`src/common/irqc_pkg.sv`:
```
// -----------------------------------------------
// Shared types of the external interrupt controller
// Register addresses, request and response structs,
// write-data union and the preemption context
// -----------------------------------------------

`default_nettype none

package irqc_pkg;

	// -----------------------------------------------
	// Sizes

	// Width of every register word on the port
	localparam int unsigned data_w = 32;

	// Largest line count that a 7-bit window index can address
	// (128 priority windows of 4 lines each)
	localparam int unsigned max_irqs = 512;

	// -----------------------------------------------
	// Register addresses

	// Custom machine-mode registers of the controller
	typedef enum logic [11:0] {
		meiea      = 12'hbe0,
		meipa      = 12'hbe1,
		meifa      = 12'hbe2,
		meipra     = 12'hbe3,
		meinext    = 12'hbe4,
		meicontext = 12'hbe5
	} csr_addr_e;

	// -----------------------------------------------
	// Write data, seen in two ways

	// Array registers take a window of 16 bits in the upper half and
	// select the window with the index in the low bits
	typedef struct packed {
		logic [15:0] data;
		logic [8:0]  pad;
		logic [6:0]  index;
	} csr_win_t;

	// Layout of meicontext, which meinext shares for its update bit
	typedef struct packed {
		logic [3:0] pppreempt;
		logic [3:0] ppreempt;
		logic [2:0] pad_hi;
		logic [4:0] preempt;
		logic       noirq;
		logic [1:0] pad_mid;
		logic [8:0] irq;
		logic [2:0] pad_lo;
		// On a meinext write this bit is the update request
		logic       mreteirq;
	} csr_ctx_word_t;

	typedef union packed {
		csr_win_t      win;
		csr_ctx_word_t ctx;
	} csr_wdata_u;

	// -----------------------------------------------
	// Register port

	typedef struct packed {
		csr_addr_e  addr;
		logic       write;
		csr_wdata_u data;
	} csr_req_t;

	typedef struct packed {
		logic [data_w-1:0] rdata;
	} csr_rsp_t;

	// -----------------------------------------------
	// Preemption context

	// Three levels of saved priority plus the last sampled line
	typedef struct packed {
		logic [3:0] pppreempt;
		logic [3:0] ppreempt;
		logic [4:0] preempt;
		logic       noirq;
		logic [8:0] irq;
		logic       mreteirq;
	} irq_ctx_t;

endpackage

`default_nettype wire

```
`src/irq_context/irq_context.sv`:
```
// -----------------------------------------------
// Preemption context of the interrupt controller
// Save on trap entry, restore on trap exit, direct
// write and meinext update
// -----------------------------------------------

`timescale 1ns/100ps
`default_nettype none

module irq_context #(
	parameter int unsigned PRIORITY_BITS = 4
) (
	input  wire                          clk,
	input  wire                          rst_n,

	// Trap pulses from the core
	input  wire                          trap_enter,
	input  wire                          trap_enter_is_eirq,
	input  wire                          trap_exit,

	// Register writes
	input  wire                          wr_en,
	input  wire irqc_pkg::csr_addr_e     wr_addr,
	input  wire irqc_pkg::csr_wdata_u    wr_data,

	// Selector results
	input  wire                          next_noirq,
	input  wire [8:0]                    next_irq,
	input  wire [4:0]                    next_preempt,

	output irqc_pkg::irq_ctx_t           ctx
);

	localparam logic [3:0] prio_mask = ~(4'hf >> PRIORITY_BITS);

	logic ctx_write;
	logic meinext_update;

	assign ctx_write      = wr_en && wr_addr == irqc_pkg::meicontext;
	// Bit 0 of a meinext write asks to take the reported interrupt
	assign meinext_update = wr_en && wr_addr == irqc_pkg::meinext && wr_data.ctx.mreteirq;

	// -----------------------------------------------
	// Context update

	// Trap pulses come first, then software writes
	always_ff @(posedge clk or negedge rst_n) begin
		if (!rst_n) begin
			ctx          <= '0;
			ctx.noirq    <= 1'b1;
		end else if (trap_enter) begin
			if (trap_enter_is_eirq) begin
				// Push the levels down one slot. The top bit of preempt is
				// clear here, since a level of 16 blocks every interrupt
				ctx.pppreempt <= ctx.ppreempt & prio_mask;
				ctx.ppreempt  <= ctx.preempt[3:0] & prio_mask;
				ctx.preempt   <= next_preempt & {1'b1, prio_mask};
				ctx.mreteirq  <= 1'b1;
			end else begin
				// Some other trap, so the next mret does not pop
				ctx.mreteirq  <= 1'b0;
			end
		end else if (trap_exit) begin
			ctx.mreteirq <= 1'b0;
			if (ctx.mreteirq) begin
				// Pop the saved levels back up
				ctx.pppreempt <= 4'h0;
				ctx.ppreempt  <= ctx.pppreempt & prio_mask;
				ctx.preempt   <= {1'b0, ctx.ppreempt & prio_mask};
			end
		end else if (ctx_write) begin
			ctx.pppreempt <= wr_data.ctx.pppreempt & prio_mask;
			ctx.ppreempt  <= wr_data.ctx.ppreempt & prio_mask;
			ctx.preempt   <= wr_data.ctx.preempt & {1'b1, prio_mask};
			ctx.noirq     <= wr_data.ctx.noirq;
			ctx.irq       <= wr_data.ctx.irq;
			ctx.mreteirq  <= wr_data.ctx.mreteirq;
		end else if (meinext_update) begin
			// The handler has sampled its interrupt, raise the level to match
			ctx.preempt <= next_preempt & {1'b1, prio_mask};
			ctx.noirq   <= next_noirq;
			ctx.irq     <= next_irq;
		end
	end

endmodule

`default_nettype wire

```
`src/irq_regfile/irq_regfile.sv`:
```
// -----------------------------------------------
// Interrupt line registers and per-line arrays
// Input flops, enable, force and priority with
// windowed write and read
// -----------------------------------------------

`timescale 1ns/100ps
`default_nettype none

module irq_regfile #(
	parameter int unsigned NUM_IRQS      = 32,
	parameter int unsigned PRIORITY_BITS = 4
) (
	input  wire                          clk,
	input  wire                          rst_n,
	input  wire [NUM_IRQS-1:0]           irq,

	// Write strobes from the port
	input  wire                          wr_en,
	input  wire irqc_pkg::csr_addr_e     wr_addr,
	input  wire irqc_pkg::csr_wdata_u    wr_data,
	input  wire                          meinext_rd,
	input  wire                          next_noirq,
	input  wire [8:0]                    next_irq,

	// Read window
	input  wire irqc_pkg::csr_addr_e     rd_addr,
	input  wire [6:0]                    rd_index,
	output logic [irqc_pkg::data_w-1:0]  rdata,

	output logic [NUM_IRQS-1:0]          enable,
	output logic [NUM_IRQS-1:0]          pending,
	output logic [NUM_IRQS-1:0][3:0]     prio
);

	// Priority bits are kept MSB-aligned, the low bits are not implemented
	localparam logic [3:0] prio_mask = ~(4'hf >> PRIORITY_BITS);

	logic [NUM_IRQS-1:0] irq_r;
	logic [NUM_IRQS-1:0] force_bits;

	logic [irqc_pkg::max_irqs-1:0]      enable_pad;
	logic [irqc_pkg::max_irqs-1:0]      pending_pad;
	logic [irqc_pkg::max_irqs-1:0]      force_pad;
	logic [irqc_pkg::max_irqs-1:0][3:0] prio_pad;

	// -----------------------------------------------
	// Line input flops

	// One register stage keeps the lines away from the port read path
	always_ff @(posedge clk or negedge rst_n) begin
		if (!rst_n) begin
			irq_r <= '0;
		end else begin
			irq_r <= irq;
		end
	end

	// A line is pending when it is high or when software forces it
	assign pending = irq_r | force_bits;

	// -----------------------------------------------
	// Array writes

	always_ff @(posedge clk or negedge rst_n) begin
		if (!rst_n) begin
			enable     <= '0;
			force_bits <= '0;
			prio       <= '0;
		end else begin
			for (int i = 0; i < NUM_IRQS; i++) begin
				// Sixteen enable or force bits per window
				if (wr_en && wr_addr == irqc_pkg::meiea && wr_data.win.index[4:0] == 5'(i / 16)) begin
					enable[i] <= wr_data.win.data[i % 16];
				end
				if (wr_en && wr_addr == irqc_pkg::meifa && wr_data.win.index[4:0] == 5'(i / 16)) begin
					force_bits[i] <= wr_data.win.data[i % 16];
				end
				// Four priority fields per window
				if (wr_en && wr_addr == irqc_pkg::meipra && wr_data.win.index == 7'(i / 4)) begin
					prio[i] <= wr_data.win.data[4 * (i % 4) +: 4] & prio_mask;
				end
				// Reading meinext takes the reported line, so a forced line
				// fires once without touching the source
				if (meinext_rd && !next_noirq && next_irq == 9'(i)) begin
					force_bits[i] <= 1'b0;
				end
			end
		end
	end

	// -----------------------------------------------
	// Windowed read

	// Lines above NUM_IRQS read back as zero
	always_comb begin
		enable_pad                  = '0;
		pending_pad                 = '0;
		force_pad                   = '0;
		prio_pad                    = '0;
		enable_pad[NUM_IRQS-1:0]    = enable;
		pending_pad[NUM_IRQS-1:0]   = pending;
		force_pad[NUM_IRQS-1:0]     = force_bits;
		prio_pad[NUM_IRQS-1:0]      = prio;
	end

	always_comb begin
		case (rd_addr)
			irqc_pkg::meiea:  rdata = {enable_pad[rd_index[4:0] * 16 +: 16], 16'h0};
			irqc_pkg::meipa:  rdata = {pending_pad[rd_index[4:0] * 16 +: 16], 16'h0};
			irqc_pkg::meifa:  rdata = {force_pad[rd_index[4:0] * 16 +: 16], 16'h0};
			irqc_pkg::meipra: rdata = {prio_pad[rd_index * 4 +: 4], 16'h0};
			default:          rdata = '0;
		endcase
	end

endmodule

`default_nettype wire

```
`src/rtl/irq_select.sv`:
```
// -----------------------------------------------
// Interrupt selection
// Preemption masks, highest-priority pick and the
// next preemption level
// -----------------------------------------------

`timescale 1ns/100ps
`default_nettype none

module irq_select #(
	parameter int unsigned NUM_IRQS      = 32,
	parameter int unsigned PRIORITY_BITS = 4
) (
	input  wire [NUM_IRQS-1:0]           pending,
	input  wire [NUM_IRQS-1:0]           enable,
	input  wire [NUM_IRQS-1:0][3:0]      prio,
	input  wire irqc_pkg::irq_ctx_t      ctx,

	output logic                         external_irq_pending,
	output logic                         next_noirq,
	output logic [8:0]                   next_irq,
	output logic [4:0]                   next_preempt
);

	// One step of the implemented priority width, counted at 4 bits
	localparam logic [4:0] prio_step = 5'd1 << (4 - PRIORITY_BITS);

	logic [NUM_IRQS-1:0] above_preempt;
	logic [NUM_IRQS-1:0] above_ppreempt;
	logic                found;
	logic [3:0]          best_prio;
	logic [8:0]          best_irq;

	// -----------------------------------------------
	// Preemption masks

	// The trap request looks at the current level. meinext looks at the
	// previous one, so a handler does not see the frames it preempted
	always_comb begin
		for (int i = 0; i < NUM_IRQS; i++) begin
			above_preempt[i]  = pending[i] && enable[i] && {1'b0, prio[i]} >= ctx.preempt;
			above_ppreempt[i] = pending[i] && enable[i] && prio[i] >= ctx.ppreempt;
		end
	end

	assign external_irq_pending = |above_preempt;

	// -----------------------------------------------
	// Highest-priority pick

	// Only a strictly higher priority replaces the current best, so the
	// lowest index wins a tie
	always_comb begin
		found     = 1'b0;
		best_prio = 4'h0;
		best_irq  = 9'h0;
		for (int i = 0; i < NUM_IRQS; i++) begin
			if (above_ppreempt[i] && (!found || prio[i] > best_prio)) begin
				found     = 1'b1;
				best_prio = prio[i];
				best_irq  = 9'(i);
			end
		end
	end

	assign next_noirq = !found;
	assign next_irq   = best_irq & {9{found}};

	// Level 16 blocks everything, used when nothing qualifies
	assign next_preempt = found ? prio_step + {1'b0, best_prio} : 5'h10;

endmodule

`default_nettype wire

```
`src/rtl/irqc_csr_port.sv`:
```
// -----------------------------------------------
// Register port front end of the interrupt controller
// Accepts requests, drives write strobes, muxes
// read data and holds the response
// -----------------------------------------------

`timescale 1ns/100ps
`default_nettype none

module irqc_csr_port (
	input  wire                          clk,
	input  wire                          rst_n,

	// Request and response channels
	input  wire irqc_pkg::csr_req_t      req,
	input  wire                          req_valid,
	output logic                         req_ready,
	output irqc_pkg::csr_rsp_t           rsp,
	output logic                         rsp_valid,
	input  wire                          rsp_ready,

	// Read sources
	input  wire [irqc_pkg::data_w-1:0]   regfile_rdata,
	input  wire irqc_pkg::irq_ctx_t      ctx,
	input  wire                          next_noirq,
	input  wire [8:0]                    next_irq,

	// Strobes to the register file and the context
	output logic                         wr_en,
	output irqc_pkg::csr_addr_e          wr_addr,
	output irqc_pkg::csr_wdata_u         wr_data,
	output logic                         meinext_rd
);

	logic                        accept;
	logic [irqc_pkg::data_w-1:0] rd_data;
	irqc_pkg::csr_wdata_u        ctx_word;

	// A new request waits only while an old response is still held
	assign req_ready = !(rsp_valid && !rsp_ready);
	assign accept    = req_valid && req_ready;

	// Strobes act at the same edge that accepts the request
	assign wr_en      = accept && req.write;
	assign wr_addr    = req.addr;
	assign wr_data    = req.data;
	assign meinext_rd = accept && !req.write && req.addr == irqc_pkg::meinext;

	// -----------------------------------------------
	// Read data

	always_comb begin
		// Pack the context into its register layout, unused bits read zero
		ctx_word                = '0;
		ctx_word.ctx.pppreempt  = ctx.pppreempt;
		ctx_word.ctx.ppreempt   = ctx.ppreempt;
		ctx_word.ctx.preempt    = ctx.preempt;
		ctx_word.ctx.noirq      = ctx.noirq;
		ctx_word.ctx.irq        = ctx.irq;
		ctx_word.ctx.mreteirq   = ctx.mreteirq;

		case (req.addr)
			irqc_pkg::meiea, irqc_pkg::meipa, irqc_pkg::meifa, irqc_pkg::meipra: begin
				rd_data = regfile_rdata;
			end
			irqc_pkg::meinext: begin
				// noirq sits in the sign bit so software can test it cheaply
				rd_data = {next_noirq, 20'h0, next_irq, 2'h0};
			end
			irqc_pkg::meicontext: begin
				rd_data = ctx_word;
			end
			default: begin
				rd_data = '0;
			end
		endcase
	end

	// -----------------------------------------------
	// Response register

	always_ff @(posedge clk or negedge rst_n) begin
		if (!rst_n) begin
			rsp_valid <= 1'b0;
		end else if (accept) begin
			rsp_valid <= 1'b1;
		end else if (rsp_ready) begin
			rsp_valid <= 1'b0;
		end
	end

	// Data captures the value from before the access and stays put until
	// the next accepted request
	always_ff @(posedge clk) begin
		if (accept) begin
			rsp.rdata <= rd_data;
		end
	end

endmodule

`default_nettype wire

```
`src/rtl/irqc_top.sv`:
```
// -----------------------------------------------
// External interrupt controller top level
// Port, register file, context and selector
// -----------------------------------------------

`timescale 1ns/100ps
`default_nettype none

module irqc_top #(
	parameter int unsigned NUM_IRQS      = 32,
	parameter int unsigned PRIORITY_BITS = 4
) (
	input  wire                          clk,
	input  wire                          rst_n,

	input  wire irqc_pkg::csr_req_t      req,
	input  wire                          req_valid,
	output logic                         req_ready,
	output irqc_pkg::csr_rsp_t           rsp,
	output logic                         rsp_valid,
	input  wire                          rsp_ready,

	input  wire [NUM_IRQS-1:0]           irq,
	input  wire                          trap_enter,
	input  wire                          trap_enter_is_eirq,
	input  wire                          trap_exit,
	output logic                         external_irq_pending
);

	// Port strobes
	logic                        wr_en;
	irqc_pkg::csr_addr_e         wr_addr;
	irqc_pkg::csr_wdata_u        wr_data;
	logic                        meinext_rd;
	logic [irqc_pkg::data_w-1:0] regfile_rdata;

	// Line state and selection
	logic [NUM_IRQS-1:0]         enable;
	logic [NUM_IRQS-1:0]         pending;
	logic [NUM_IRQS-1:0][3:0]    prio;
	irqc_pkg::irq_ctx_t          ctx;
	logic                        next_noirq;
	logic [8:0]                  next_irq;
	logic [4:0]                  next_preempt;

	irqc_csr_port csr_port_i (
		.clk           (clk),
		.rst_n         (rst_n),
		.req           (req),
		.req_valid     (req_valid),
		.req_ready     (req_ready),
		.rsp           (rsp),
		.rsp_valid     (rsp_valid),
		.rsp_ready     (rsp_ready),
		.regfile_rdata (regfile_rdata),
		.ctx           (ctx),
		.next_noirq    (next_noirq),
		.next_irq      (next_irq),
		.wr_en         (wr_en),
		.wr_addr       (wr_addr),
		.wr_data       (wr_data),
		.meinext_rd    (meinext_rd)
	);

	// Reads use the same decoded address and window as the write strobes
	irq_regfile #(
		.NUM_IRQS      (NUM_IRQS),
		.PRIORITY_BITS (PRIORITY_BITS)
	) regfile_i (
		.clk        (clk),
		.rst_n      (rst_n),
		.irq        (irq),
		.wr_en      (wr_en),
		.wr_addr    (wr_addr),
		.wr_data    (wr_data),
		.meinext_rd (meinext_rd),
		.next_noirq (next_noirq),
		.next_irq   (next_irq),
		.rd_addr    (wr_addr),
		.rd_index   (wr_data.win.index),
		.rdata      (regfile_rdata),
		.enable     (enable),
		.pending    (pending),
		.prio       (prio)
	);

	irq_context #(
		.PRIORITY_BITS (PRIORITY_BITS)
	) context_i (
		.clk                (clk),
		.rst_n              (rst_n),
		.trap_enter         (trap_enter),
		.trap_enter_is_eirq (trap_enter_is_eirq),
		.trap_exit          (trap_exit),
		.wr_en              (wr_en),
		.wr_addr            (wr_addr),
		.wr_data            (wr_data),
		.next_noirq         (next_noirq),
		.next_irq           (next_irq),
		.next_preempt       (next_preempt),
		.ctx                (ctx)
	);

	irq_select #(
		.NUM_IRQS      (NUM_IRQS),
		.PRIORITY_BITS (PRIORITY_BITS)
	) select_i (
		.pending              (pending),
		.enable               (enable),
		.prio                 (prio),
		.ctx                  (ctx),
		.external_irq_pending (external_irq_pending),
		.next_noirq           (next_noirq),
		.next_irq             (next_irq),
		.next_preempt         (next_preempt)
	);

endmodule

`default_nettype wire

```
`config.mk`:
```
export PLATFORM = sky130hd
export DESIGN_NAME = irqc_top
export DESIGN_NICKNAME = d
export VERILOG_FILES = /design/src/common/irqc_pkg.sv /design/src/irq_context/irq_context.sv /design/src/irq_regfile/irq_regfile.sv /design/src/rtl/irq_select.sv /design/src/rtl/irqc_csr_port.sv /design/src/rtl/irqc_top.sv
export SDC_FILE = /design/constraint.sdc
export NUM_CORES = 1
export LEC_CHECK = 0
export BUFFER_PORTS_ARGS = -buffer_cell sky130_fd_sc_hd__buf_2
export CAP_MARGIN = 20
export CORE_MARGIN = 8
export CORE_UTILIZATION = 64
export DETAILED_ROUTE_END_ITERATION = 16
export PLACE_DENSITY = 0.83
export SLEW_MARGIN = 10
export SYNTH_ARGS = -nofsm -noshare
export SYNTH_HDL_FRONTEND = slang
export SYNTH_SLANG_ARGS = --single-unit
```
`constraint.sdc`:
```
create_clock -name clk -period 56.7 [get_ports clk]
set_clock_uncertainty 0.05 [all_clocks]
set_input_delay 11.34 -clock clk [delete_from_list [all_inputs] [get_ports clk]]
set_output_delay 11.34 -clock clk [all_outputs]
set_load 0.005 [all_outputs]
```
==> impl_metrics.ini <==
[run_status]
status = completed

[synth]
synth_edf_count = 29
syn_inst = 2591
synth_mux_area_share_pct = 12.81
synth-simple-area-share_pct = 12.70
syn_area_sq_um = 24570
synth-async-reset-ratio_pct = 89.57
syn_avg_cell_area_sq_um = 9.484
yosys_warnings = 0
synthAdderAreaFrac_pct = 18.36
synth.distinct_cells = 105
yosys.area.top_type = dfrtp_1
yosys.area.top_type_share_pct = 25.25
synth_top_family_by_area = compound AO/OA/AOI/OAI gates
synthXorXnorAreaFrac_pct = 0.07128
synthTopCellsByArea = dfrtp_1 (25%), ha_1 (18%), mux2_2 (6.7%), a21oi_1 (4.9%), a21o_1 (4.1%)
ys_ff_latch = 278
yosysSeqAreaShare_pct = 28.91
synth_compound_area_share_pct = 23.95
synth_top_flop_cell = dfrtp_1

[detailed_routing]
vias = 23420
wl_mm = 86.67
wire_per_inst_microns = 26.65
ant_nets = 0
drt_iter0_drc = 2782
drc = 0
first_pass_iters = 6
via_per_inst = 7.200

[worst_hold_path]
min_path_type = reg -> reg

[setup_path]
end_kind = flip-flop
critPathArrivalTime_ns = 54.04
max_stage_delay_ns = 0.64
path_class = reg -> reg
r2r_slack_ns = 3.03
r2r_start = context_i.ctx[19]
r2r_end = regfile_i.force_bits[3]
slowest_stage = or4b_2
critPathLaunch = context_i.ctx[19]
crit_fanout = 14
rr_worst_depth = 266
cp-start-kind = flip-flop
cp.required_ns = 57.07
crit_path_end = regfile_i.force_bits[3]

[clocking]
ctsHoldBuffers = 0
cts_tree = yes
clockRootBuffer = clkbuf_16
clock_sinks = 278
htree_levels = 1
cts_made_buffers = 30
clk_path_buf_depth = 3
clkLatencyLatePin_ns = 0.58
clk_pin_slew_ns = 0.06

[place]
place_hpwl_mm = 63.49
port_buffers = 113
gp_congestion = 0.9997
place_inst = 3169

[grt]
grt_pass1_vias = 22880
grt_max_degree = 99
grt_pass1_wl_mm = 130.5
grt_antenna_before_repair = 6
grt-ovfl-total = 0
grt_use_total_pct = 37.26

[pwr]
clkPwrFrac_pct = 40.9
pwr-share-comb_pct = 16.9
irDropWorstVdd_mv = 0.02708
p_sw_mw = 0.1380
cellPowerDensity_nw_per_um2 = 18.11
p_sw_share_pct = 27.91
totalPowerFinal_mw = 0.4944
pwr-share-seq_pct = 42.2
internal-power_mw = 0.3564
p_leak_nw = 12.63

[final_layout]
mostFrequentLayoutCells = ha_1 (359), dfrtp_1 (248), a21oi_1 (232), nand2_1 (155), o21ai_0 (150)
synthToLayoutAreaGrowth_pct = 11.06
layout.nets = 3158
final_cell_count_no_fill = 3252
seqCellArea_sq_um = 7103
layout-drive-gt1-share_pct = 18.51
fillCellCount = 2713
layout_commonest_cell = ha_1
multi_input_area_sq_um = 17030

[timing]
drv_slew = 0
post-route-period-util_pct = 94.65
max-slew-margin-rel_pct = 8.091
finalSetupViolCount = 0
period_minus_slack_ns = 53.67
max_clock_freq_mhz = 18.63
hold_viol = 0
whs_ns = 0.4366
tightest_slew_ns = 1.376

[floorplan]
die-area_sq_um = 44920
fp.coreArea_sq_um = 37760
die_w_microns = 212.0
rows = 71
die_h_microns = 212.0
io_pins = 119
start_util_pct = 65.09

[run]
maxCapViolations = 0
kinds of logic (layout without fill, tap and decap cells):
group           count (synthesis)  count (layout)
mux                           256             256
buf+inv                       202             348
flops                         278             278
other cells                     1               5
xor+xnor                        2               2
compound gates                879             879
simple gates                  612             612
fa+ha+maj                     361             361
area by class of cell:
type                       instances  area share [%]
clock inverter                    12          0.5501
multi-input combinational       2113           62.39
antenna                            2         0.01834
clock buffer                      44           3.163
timing repair buffer             173           3.869
sequential                       278           26.03
inverter                         119           1.637
tap                              511           2.343
cell usage after synthesis, types with 26 or more instances:
| cell type | number |
|---|---|
| a211oi_1 | 26 |
| a21o_1 | 135 |
| a21oi_1 | 239 |
| and2_1 | 35 |
| clkbuf_1 | 63 |
| dfrtp_1 | 248 |
| edfxtp_1 | 29 |
| ha_1 | 359 |
| inv_1 | 117 |
| mux2_2 | 147 |
| mux2i_1 | 77 |
| mux4_2 | 32 |
| nand2_1 | 157 |
| nand2b_1 | 80 |
| nand3_1 | 46 |
| nor2_1 | 131 |
| nor3_1 | 33 |
| o21a_1 | 33 |
| o21ai_0 | 155 |
| o22ai_1 | 38 |
power groups by stage:
stage               Clock [mW]  Sequential [mW]  Combinational, mW
floorplan                    0            0.212             0.0479
global placement             0            0.212             0.0749
detailed placement           0            0.212             0.0796
CTS                      0.202            0.208             0.0805
global route             0.209            0.209             0.0905
finish                   0.202            0.209             0.0835
how the worst min path moves through the flow:
stage                                 from          endpoint  slack (ns)  depth (start not counted)
after floorplan           context_i.ctx[4]  context_i.ctx[4]        0.39                          2
after global placement    context_i.ctx[5]  context_i.ctx[5]        0.41                          2
after detailed placement  context_i.ctx[5]  context_i.ctx[5]        0.43                          2
after CTS                 context_i.ctx[5]  context_i.ctx[5]        0.44                          2
after global routing      context_i.ctx[5]  context_i.ctx[5]        0.47                          2
final                     context_i.ctx[5]  context_i.ctx[5]        0.44                          2
sequential cells by signal (all words and copies together), names as in the netlist:
register,count
csr_port_i.rsp_valid,1
regfile_i.irq_r,32
regfile_i.enable,32
regfile_i.prio,128
regfile_i.force_bits,32
csr_port_i.rsp,29
context_i.ctx,24
routing by layer:
layer	global-route usage, %	part of all wire (%)	vias up
met5	0	0.051	-
met4	25.66	8.1	4
met3	9.154	11	427
met2	58.19	45	1571
met1	45.09	36	11280
li1	-	-	10140
worst max-delay path: cells and delay by family (launching register included):
kind,cells,cell delay [ns]
fa+ha+maj,34,10.07
compound gates,144,27.31
simple gates,69,12.00
mux,8,2.35
buf+inv,11,1.18
flops,1,0.46
through the flow:
step	TNS (ns)	instance area [sq um]	setup WS, ns	utilization, %
floorplan	0	24580	7.821	-
finish	0	27290	3.032	72.29
detailed placement	-0.2484	25750	-0.06896	68.21
global route	-8.097	27290	-0.3053	72.28
CTS	0	26770	0.09262	70.92
global placement	0	25750	1.830	68.21
timing repair:
action	4_1_cts	5_1_grt
pin swaps	0	9
setup endpoints to repair	37	47
gates resized for setup	2	63
buffers inserted	0	22
No activity file was read; power rests on OpenSTA's default activity.
